`config.mk`:
```
export PLATFORM = sky130hd
export DESIGN_NAME = ptr_status_top
export DESIGN_NICKNAME = d
export VERILOG_FILES = /design/src/source/ptr_status_pkg.sv /design/src/source/apb_status_regs.sv /design/src/source/ptr_poll_timer.sv /design/src/source/ptr_snapshot.sv /design/src/source/status_packet_fsm.sv /design/src/source/status_arbiter.sv /design/src/source/ptr_status_top.sv
export SDC_FILE = /design/constraint.sdc
export NUM_CORES = 1
export LEC_CHECK = 0
export ABC_AREA = 1
export BUFFER_PORTS_ARGS = -buffer_cell sky130_fd_sc_hd__buf_2
export CORE_MARGIN = 1.5
export CORE_UTILIZATION = 37
export DETAILED_ROUTE_END_ITERATION = 8
export PLACE_DENSITY = 0.56
export SYNTH_ARGS = -nofsm -noshare
export SYNTH_HDL_FRONTEND = slang
export SYNTH_SLANG_ARGS = --single-unit
```
`constraint.sdc`:
```
create_clock -name hclk -period 5.33 [get_ports hclk]
set_input_delay 0.533 -clock hclk [delete_from_list [all_inputs] [get_ports hclk]]
set_output_delay 0.533 -clock hclk [all_outputs]
set_load 0.02 [all_outputs]
```
`src/source/ptr_status_pkg.sv`:
```
// Chunk pointer status definitions
package ptr_status_pkg;

    localparam int ptr_width = 26;                 // packet byte packing fixes this
    localparam int pkt_bytes = 5;                  // addr + 4 payload bytes
    localparam int num_chn   = 4;                  // compressor channels

    localparam logic [7:0] reg_mode_off = 8'h00;   // mode register
    localparam logic [7:0] reg_ctrl_off = 8'h04;   // chn n at +4n

    localparam logic [1:0] send_off    = 2'd0;     // no packets
    localparam logic [1:0] send_single = 2'd1;     // one packet, then off
    localparam logic [1:0] send_auto   = 2'd2;     // code 3 also auto

    // one APB write word, decoded by address
    typedef union packed {
        struct packed {
            logic        poll_en;                  // bit 31, never gated
            logic [14:0] rsvd;
            // per chn nibble {update_en, sel[1:0], spare}
            logic [3:0][3:0] chn;
        } mode;
        struct packed {
            logic [23:0] rsvd;
            logic [5:0]  seq;                      // packet sequence number
            logic [1:0]  send_mode;                // off / single / auto
        } ctrl;
    } apb_word_u;

endpackage

```
`src/source/apb_status_regs.sv`:
```
// APB status register block
`timescale 1ns/1ps

module apb_status_regs (
    input  logic        hclk,
    input  logic        rst_n,
    input  logic        psel,
    input  logic        penable,
    input  logic        pwrite,
    input  logic [7:0]  paddr,
    input  logic [31:0] pwdata,
    output logic [31:0] prdata,
    output logic        pready,
    output logic        pslverr,
    output logic        poll_en,     // timer run
    output logic [7:0]  chn_sel,     // 2 bits per chn
    output logic [3:0]  ctrl_we,     // one-cycle strobe per chn
    output logic [1:0]  ctrl_mode,   // shared by all chn
    output logic [5:0]  ctrl_seq
);

    ptr_status_pkg::apb_word_u wd;   // write view
    ptr_status_pkg::apb_word_u rd;   // readback view
    logic [7:0]      ctrl_off;       // offset inside control window
    logic [1:0]      ctrl_chn;
    logic            is_mode;
    logic            is_ctrl;
    logic            mapped;
    logic            wr_en;
    logic [3:0][7:0] ctrl_rb;        // {seq, send_mode} per chn

    assign wd       = pwdata;
    assign ctrl_off = paddr - ptr_status_pkg::reg_ctrl_off;
    assign ctrl_chn = ctrl_off[3:2];
    assign is_mode  = (paddr == ptr_status_pkg::reg_mode_off);
    assign is_ctrl  = (ctrl_off[1:0] == 2'b00) && (ctrl_off[7:2] < ptr_status_pkg::num_chn);
    assign mapped   = is_mode || is_ctrl;
    assign wr_en    = psel && penable && pwrite && mapped;   // access phase only

    assign pready  = 1'b1;                                 // no wait states
    assign pslverr = psel && penable && !mapped;

    always_comb begin
        rd = '0;
        if (is_mode) begin
            rd.mode.poll_en = poll_en;
            for (int i = 0; i < ptr_status_pkg::num_chn; i++) begin
                rd.mode.chn[i] = {1'b1, chn_sel[2*i +: 2], 1'b0};  // current sel, enable set
            end
        end else if (is_ctrl) begin
            rd.ctrl.seq       = ctrl_rb[ctrl_chn][7:2];
            rd.ctrl.send_mode = ctrl_rb[ctrl_chn][1:0];         // as written
        end
    end
    assign prdata = rd;

    always_ff @(posedge hclk or negedge rst_n) begin
        if (!rst_n) begin
            poll_en   <= 1'b0;
            chn_sel   <= 8'h00;
            ctrl_we   <= 4'h0;
            ctrl_mode <= ptr_status_pkg::send_off;
            ctrl_seq  <= 6'h00;
            ctrl_rb   <= '0;
        end else begin
            ctrl_we <= 4'h0;                               // pulse
            if (wr_en && is_mode) begin
                poll_en <= wd.mode.poll_en;
                for (int i = 0; i < ptr_status_pkg::num_chn; i++) begin
                    if (wd.mode.chn[i][3]) chn_sel[2*i +: 2] <= wd.mode.chn[i][2:1];
                end
            end
            if (wr_en && is_ctrl) begin
                ctrl_we[ctrl_chn]  <= 1'b1;
                ctrl_mode          <= wd.ctrl.send_mode;
                ctrl_seq           <= wd.ctrl.seq;
                ctrl_rb[ctrl_chn]  <= {wd.ctrl.seq, wd.ctrl.send_mode};
            end
        end
    end

endmodule

```
`src/source/ptr_poll_timer.sv`:
```
// Pointer table poll timer
`timescale 1ns/1ps

module ptr_poll_timer #(
    parameter int POLL_CYCBITS = 3
) (
    input  logic       hclk,
    input  logic       rst_n,
    input  logic       poll_en,
    input  logic [7:0] chn_sel,
    output logic [3:0] chunk_ptr_ra,   // {sel ^ 1, chn}
    output logic       cap_stb,        // read data valid for cap_chn
    output logic [1:0] cap_chn
);

    localparam int CNT_W = POLL_CYCBITS + 2;

    logic [CNT_W-1:0] poll_cnt;        // {index, cntr}
    logic [1:0]       index;
    logic             stb_w;

    assign index = poll_cnt[CNT_W-1 -: 2];
    assign stb_w = poll_en && (poll_cnt[POLL_CYCBITS-1:0] == '0);   // chn boundary

    always_ff @(posedge hclk or negedge rst_n) begin
        if (!rst_n) begin
            poll_cnt     <= '0;
            chunk_ptr_ra <= 4'h0;
            cap_stb      <= 1'b0;
        end else begin
            if (!poll_en) poll_cnt <= '0;
            else          poll_cnt <= poll_cnt + CNT_W'(1);
            // low sel bit inverted so 0 selects end-of-frame
            if (stb_w) chunk_ptr_ra <= {chn_sel[{index, 1'b0} +: 2] ^ 2'b01, index};
            cap_stb <= stb_w;                               // table answers a cycle later
        end
    end

    assign cap_chn = chunk_ptr_ra[1:0];                    // stable until next boundary

endmodule

```
`src/source/ptr_snapshot.sv`:
```
// Pointer snapshot slots
`timescale 1ns/1ps

module ptr_snapshot (
    input  logic                                   hclk,
    input  logic                                   rst_n,
    input  logic                                   cap_stb,
    input  logic [1:0]                             cap_chn,
    input  logic [ptr_status_pkg::ptr_width-1:0]   chunk_ptr_rd,
    output logic [ptr_status_pkg::num_chn-1:0][ptr_status_pkg::ptr_width-1:0] slot_data,
    output logic [ptr_status_pkg::num_chn-1:0]     slot_changed
);

    logic [ptr_status_pkg::ptr_width-1:0] rot;     // rotated read data
    logic                                 differs;

    // rd[25:24] go to the bottom so byte 1 carries them next to seq
    assign rot     = {chunk_ptr_rd[23:0], chunk_ptr_rd[25:24]};
    assign differs = (rot != slot_data[cap_chn]);

    always_ff @(posedge hclk or negedge rst_n) begin
        if (!rst_n) begin
            slot_data    <= '0;                    // known compare base
            slot_changed <= '0;
        end else begin
            slot_changed <= '0;                    // pulse
            if (cap_stb) begin
                slot_data[cap_chn]    <= rot;
                slot_changed[cap_chn] <= differs;
            end
        end
    end

endmodule

```
`src/source/status_packet_fsm.sv`:
```
// Status packet serializer
`timescale 1ns/1ps

module status_packet_fsm #(
    parameter logic [7:0] ADDR_BYTE = 8'h20
) (
    input  logic                                 hclk,
    input  logic                                 rst_n,
    input  logic                                 ctrl_we,
    input  logic [1:0]                           ctrl_mode,
    input  logic [5:0]                           ctrl_seq,
    input  logic [ptr_status_pkg::ptr_width-1:0] slot,
    input  logic                                 slot_changed,
    input  logic                                 pkt_start,
    output logic [7:0]                           pkt_byte,
    output logic                                 pkt_rq
);

    localparam logic [2:0] st_idle = 3'd0;
    localparam logic [2:0] st_rq   = 3'd1;     // address byte on offer
    localparam logic [2:0] st_b1   = 3'd2;
    localparam logic [2:0] st_b2   = 3'd3;
    localparam logic [2:0] st_b3   = 3'd4;
    localparam logic [2:0] st_b4   = 3'd5;

    logic [2:0]                           state;
    logic [1:0]                           mode_q;
    logic [1:0]                           mode_eff;
    logic [5:0]                           seq_q;
    logic [5:0]                           seq_eff;
    logic [5:0]                           seq_lat;    // seq of packet in flight
    logic [ptr_status_pkg::ptr_width-1:0] pay_q;      // payload of packet in flight
    logic                                 pend;       // request seen while busy
    logic                                 trig;
    logic                                 launch;

    // a write takes effect in the same cycle it arrives
    assign mode_eff = ctrl_we ? ctrl_mode : mode_q;
    assign seq_eff  = ctrl_we ? ctrl_seq : seq_q;
    assign trig     = (ctrl_we && (ctrl_mode == ptr_status_pkg::send_single)) ||
                      ((mode_eff >= ptr_status_pkg::send_auto) && slot_changed);
    assign launch   = (state == st_idle) &&
                      (trig || (pend && (mode_eff != ptr_status_pkg::send_off)));

    always_ff @(posedge hclk or negedge rst_n) begin
        if (!rst_n) begin
            state  <= st_idle;
            mode_q <= ptr_status_pkg::send_off;
            seq_q  <= 6'h00;
            pend   <= 1'b0;
        end else begin
            if (ctrl_we) begin
                mode_q <= ctrl_mode;
                seq_q  <= ctrl_seq;
            end
            if (launch && (mode_eff == ptr_status_pkg::send_single))
                mode_q <= ptr_status_pkg::send_off;          // single shot spent
            if (launch)                                      pend <= 1'b0;
            else if (ctrl_we && (ctrl_mode == ptr_status_pkg::send_off)) pend <= 1'b0;
            else if (trig)                                   pend <= 1'b1;  // busy, keep it
            case (state)
                st_idle: if (launch) state <= st_rq;
                st_rq:   if (pkt_start) state <= st_b1;
                st_b1:   state <= st_b2;
                st_b2:   state <= st_b3;
                st_b3:   state <= st_b4;
                default: state <= st_idle;                   // st_b4 and unused codes
            endcase
        end
    end

    always_ff @(posedge hclk) begin
        if (launch) begin
            pay_q   <= slot;                                 // frozen for the packet
            seq_lat <= seq_eff;
        end
    end

    assign pkt_rq = (state == st_rq);

    always_comb begin
        case (state)
            st_rq:   pkt_byte = ADDR_BYTE;
            st_b1:   pkt_byte = {seq_lat, pay_q[1:0]};
            st_b2:   pkt_byte = pay_q[9:2];
            st_b3:   pkt_byte = pay_q[17:10];
            st_b4:   pkt_byte = pay_q[25:18];
            default: pkt_byte = 8'h00;
        endcase
    end

endmodule

```
`src/source/status_arbiter.sv`:
```
// Round-robin status packet merge
`timescale 1ns/1ps

module status_arbiter (
    input  logic            hclk,
    input  logic            rst_n,
    input  logic [3:0][7:0] pkt_byte,
    input  logic [3:0]      pkt_rq,
    input  logic            status_start,
    output logic [3:0]      pkt_start,
    output logic [7:0]      status_ad,
    output logic            status_rq
);

    logic       active;       // a chn holds the output
    logic [1:0] grant;
    logic [1:0] last;         // last chn served
    logic [2:0] bcnt;         // payload bytes left, 0 in address phase
    logic [1:0] pick;
    logic       pick_vld;
    logic       addr_ph;

    // first requester after last, lowest distance wins
    always_comb begin
        pick     = last;
        pick_vld = 1'b0;
        for (int i = ptr_status_pkg::num_chn; i >= 1; i--) begin
            if (pkt_rq[2'(last + i)]) begin
                pick     = 2'(last + i);
                pick_vld = 1'b1;
            end
        end
    end

    always_ff @(posedge hclk or negedge rst_n) begin
        if (!rst_n) begin
            active <= 1'b0;
            grant  <= 2'd0;
            last   <= 2'd3;                               // chn 0 goes first
            bcnt   <= 3'd0;
        end else if (!active) begin
            if (pick_vld) begin
                active <= 1'b1;
                grant  <= pick;
            end
        end else if (bcnt == 3'd0) begin
            if (status_start && pkt_rq[grant]) begin
                bcnt <= 3'(ptr_status_pkg::pkt_bytes - 1);
                last <= grant;
            end
        end else begin
            bcnt <= bcnt - 3'd1;
            if (bcnt == 3'd1) active <= 1'b0;             // last payload byte out
        end
    end

    assign addr_ph   = active && (bcnt == 3'd0);
    assign status_rq = addr_ph && pkt_rq[grant];          // holds while start withheld
    assign status_ad = active ? pkt_byte[grant] : 8'h00;
    assign pkt_start = (status_start && status_rq) ? (4'b0001 << grant) : 4'b0000;

endmodule

```
`src/source/ptr_status_top.sv`:
```
// Chunk pointer status reporter top
`timescale 1ns/1ps

module ptr_status_top #(
    parameter int STATUS_BASE_ADDR = 'h20,    // chn n sends base + n
    parameter int POLL_CYCBITS     = 3
) (
    input  logic        hclk,
    input  logic        rst_n,
    input  logic        psel,
    input  logic        penable,
    input  logic        pwrite,
    input  logic [7:0]  paddr,
    input  logic [31:0] pwdata,
    output logic [31:0] prdata,
    output logic        pready,
    output logic        pslverr,
    output logic [3:0]  chunk_ptr_ra,         // to external pointer table
    input  logic [ptr_status_pkg::ptr_width-1:0] chunk_ptr_rd,
    output logic [7:0]  status_ad,
    output logic        status_rq,
    input  logic        status_start
);

    logic        poll_en;
    logic [7:0]  chn_sel;
    logic [3:0]  ctrl_we;
    logic [1:0]  ctrl_mode;
    logic [5:0]  ctrl_seq;
    logic        cap_stb;
    logic [1:0]  cap_chn;
    logic [ptr_status_pkg::num_chn-1:0][ptr_status_pkg::ptr_width-1:0] slot_data;
    logic [ptr_status_pkg::num_chn-1:0] slot_changed;
    logic [3:0][7:0] pkt_byte;
    logic [3:0]      pkt_rq;
    logic [3:0]      pkt_start;

    apb_status_regs apb_status_regs_i (
        .hclk      (hclk),
        .rst_n     (rst_n),
        .psel      (psel),
        .penable   (penable),
        .pwrite    (pwrite),
        .paddr     (paddr),
        .pwdata    (pwdata),
        .prdata    (prdata),
        .pready    (pready),
        .pslverr   (pslverr),
        .poll_en   (poll_en),
        .chn_sel   (chn_sel),
        .ctrl_we   (ctrl_we),
        .ctrl_mode (ctrl_mode),
        .ctrl_seq  (ctrl_seq)
    );

    ptr_poll_timer #(
        .POLL_CYCBITS (POLL_CYCBITS)
    ) ptr_poll_timer_i (
        .hclk         (hclk),
        .rst_n        (rst_n),
        .poll_en      (poll_en),
        .chn_sel      (chn_sel),
        .chunk_ptr_ra (chunk_ptr_ra),
        .cap_stb      (cap_stb),
        .cap_chn      (cap_chn)
    );

    ptr_snapshot ptr_snapshot_i (
        .hclk         (hclk),
        .rst_n        (rst_n),
        .cap_stb      (cap_stb),
        .cap_chn      (cap_chn),
        .chunk_ptr_rd (chunk_ptr_rd),
        .slot_data    (slot_data),
        .slot_changed (slot_changed)
    );

    for (genvar i = 0; i < ptr_status_pkg::num_chn; i++) begin : g_chn
        status_packet_fsm #(
            .ADDR_BYTE (8'(STATUS_BASE_ADDR + i))
        ) status_packet_fsm_i (
            .hclk         (hclk),
            .rst_n        (rst_n),
            .ctrl_we      (ctrl_we[i]),
            .ctrl_mode    (ctrl_mode),
            .ctrl_seq     (ctrl_seq),
            .slot         (slot_data[i]),
            .slot_changed (slot_changed[i]),
            .pkt_start    (pkt_start[i]),
            .pkt_byte     (pkt_byte[i]),
            .pkt_rq       (pkt_rq[i])
        );
    end

    status_arbiter status_arbiter_i (
        .hclk         (hclk),
        .rst_n        (rst_n),
        .pkt_byte     (pkt_byte),
        .pkt_rq       (pkt_rq),
        .status_start (status_start),
        .pkt_start    (pkt_start),
        .status_ad    (status_ad),
        .status_rq    (status_rq)
    );

endmodule

```
==> flow_summary.yaml <==
outcome:
  outcome: "finished, final reports clean"
final_layout:
  postLayoutCellArea_um2: 18300
  layout.cells.most_common_list: "nand2_1, dfrtp_1, inv_1, o21ai_0, edfxtp_1"
  fillerInstances: 4153
  final-seq-area_um2: 9530
  drive_gt1_frac: 0.106
  final_core_utilization: 0.433
  layout_area_overhead_pct: 14.9
  leading_cell_type_in_the_layout_fill_and_taps_excluded: "nand2_1"
  insertedDiodeCount: 0
  finish.net_count: 1938
  multi_input_comb_area_um2: 5350
placement:
  detailed_place_hpwl_um: 30600
  placed_area_um2: 16800
  port_buffers: 83
  gp_congestion: 0.896
synth:
  avgSynthCellArea_um2: 8.95
  synthDominantCellAreaShare: 0.354
  synth_area_leader_cell: "dfrtp_1"
  synth.distinct_cells: 48
  asr_flop_ratio_synth: 0.639
  yosys-top-cells-area: "dfrtp_1, edfxtp_1, nand2_1"
  synth-seq-area-share: 0.600
  synth_enable_flop_cells: 128
  synth_area_um2: 15900
  synthesized_instance_count: 1775
  number_of_synthesized_register_bits: 355
  most_used_flip_flop_cell_after_synthesis: "dfrtp_1"
  yosysWarnings: 0
global_routing:
  grt_max_degree: 131
  grt_antenna_before_repair: 1
  grt_first_pass_wirelength_um: 71200
  global_route.overflow_total: 0
  first_global_vias: 11841
  globalRouteTotalUtil: 0.213
sta:
  worst_slew_margin_rel: 0.196
  timing.final.hold_violations: 0
  achievable-frequency_mhz: 278
  rsz_0062_raised_after_global_routing: "false"
  tightest_slew_ns: 1.20
  timing.final.crit_share: 0.675
  finalWorstPathRequiredPeriod_ns: 3.60
  timing_max_transition_violations_final: 0
  setup_viol: 0
  setup_tns_ns: 0
  skew_ns: 0.0145
drt:
  wl_per_instance_um: 19.0
  drtAntennaViolNets: 0
  detail_route.first_pass.iterations: 5
  via_per_inst: 5.11
  postRouteWirelength_um: 46200
  dr.first_iter.drc_count: 1088
  num_vias: 12429
  route.detailed.drc: 0
cts:
  insertion_delay_ns: 0.54
  cts_tree: "built"
  h-tree-depth: 2
  cts.sink_count: 355
  cts_root_buffer: "clkbuf_16"
  cts_made_buffers: 41
  cts_max_path_buffers: 3
  cts_resized: 0
  cts_post_setup_buffers_inserted: 0
  postCtsHoldBufs: 0
  cts.reportedPaths.clkPinSlew_ns: 0.06
die:
  core.rowCount: 75
  core_area_um2: 42100
  floorplan.die_area_um2: 44200
  die_width_um: 210
  floorplan.initialDensity: 0.377
  floorplan.io_pins: 119
  die_height_um: 210
power:
  power.ir.vdd_worst_uv: 342
  leakagePower_nw: 8.76
  power_density_nw_per_um2: 552
  totalPowerFinal_w: 0.0101
setup_path:
  critical_path.max_fanout: 9
  timing.critical_path.required_ns: 4.80
  worstSetupStartpointType: "register"
  internal_reg_to_reg_setup_slack_ns: 2.21
  worst_setup_ep_type: "primary output"
  r2r_cells: 7
  path_class: "reg -> out"
  critical_path_arrival_ns: 3.07
hold_path:
  worstHoldPathType: "in -> async"
flow_run:
  maxCapViolCount: 0
registers in the layout (all words and copies together), names as in the netlist, 3 cells and up:
name	flops
apb_status_regs_i.chn_sel	8
apb_status_regs_i.ctrl_rb	32
apb_status_regs_i.ctrl_seq	6
apb_status_regs_i.ctrl_we	4
g_chn.status_packet_fsm_i.mode_q	8
g_chn.status_packet_fsm_i.pay_q	104
g_chn.status_packet_fsm_i.pend	4
g_chn.status_packet_fsm_i.seq_lat	24
g_chn.status_packet_fsm_i.seq_q	24
g_chn.status_packet_fsm_i.state	12
ptr_poll_timer_i.chunk_ptr_ra	4
ptr_poll_timer_i.poll_cnt	5
ptr_snapshot_i.slot_changed	4
ptr_snapshot_i.slot_data	104
status_arbiter_i.bcnt	3
layer usage:
layer	GRT usage	part of all wire	wire length, um	vias to the layer above
li1	-	-	-	5936
met1	0.312	0.46	21100	5982
met2	0.326	0.44	20600	445
met3	0.0353	0.077	3580	64
met4	0.0585	0.022	1000	2
met5	0	0.00022	10	-
stage by stage:
step                      setup WS, ns  instances  hold WS (ns)
after floorplan                   1.51       1791         0.237
after global placement            2.17       2354         0.448
after detailed placement          2.20       2354         0.455
after CTS                         1.83       2430        0.0757
after global routing              1.65       2430        0.0822
final                             1.73       2430        0.0357
critical path, stage by stage (launching register included):
cell and delay (ns):
dfrtp_1 0.45, inv_1 0.15, nand3_1 0.49, o22ai_1 0.36, nor2_1 0.09, a21oi_1 0.12
nand2_1 0.07, nor3_1 0.51, buf_2 0.29
where the power goes:
group	internal, W	total, W	switching (W)	leakage [nW]
Clock	0.00190	0.00301	0.00111	0.722
Combinational	0.000952	0.00309	0.00214	4.08
Sequential	0.00348	0.00398	0.000497	3.95
final timing paths:
| path | from | end |
|---|---|---|
| worst max-delay path | g_chn[0].status_packet_fsm_i.state[2] | status_ad[3] |
| worst min-delay path | rst_n | ptr_snapshot_i.slot_data[4] |
| worst max register to register | apb_status_regs_i.ctrl_we[3] | g_chn[3].status_packet_fsm_i.pay_q[16] |
| worst min register to register | g_chn[0].status_packet_fsm_i.seq_q[0] | g_chn[0].status_packet_fsm_i.seq_q[0] |
| max in group asynchronous | rst_n | ptr_poll_timer_i.chunk_ptr_ra[3] |
| min in group hclk | pwdata[31] | apb_status_regs_i.poll_en |
synthesized netlist by cell type, drive strengths merged, types with 3 or more instances:
library cell,count
clkbuf,26
clkinv,7
nand3,72
a21oi,36
ha,8
nor4,5
o21ai,206
a211oi,3
nand2,642
nor3,14
a22oi,7
nor3b,3
a31oi,4
nor2,103
o22ai,29
dfrtp,225
nand4,15
edfxtp,128
buf,47
inv,173
final cells by class:
type / instances / area share
clock buffer: 59 / 0.0677
clock inverter: 17 / 0.0136
inverter: 180 / 0.0371
multi-input combinational: 1183 / 0.293
sequential: 355 / 0.522
tap: 539 / 0.0369
timing repair buffer: 97 / 0.0297
kinds of logic (layout without fill, tap and decap cells):
| group | after synthesis | after routing | share of synthesized area |
|---|---|---|---|
| other | 2 | 18 | 0.000473 |
| AO/OA/AOI/OAI | 301 | 301 | 0.103 |
| buffers and inverters | 253 | 353 | 0.0699 |
| flip-flops | 355 | 355 | 0.600 |
| XOR/XNOR | 1 | 1 | 0.000551 |
| adder cells (fa/ha/maj) | 8 | 8 | 0.00630 |
| AND/OR/NAND/NOR | 855 | 855 | 0.220 |
No activity file was read; power rests on OpenSTA's default activity.
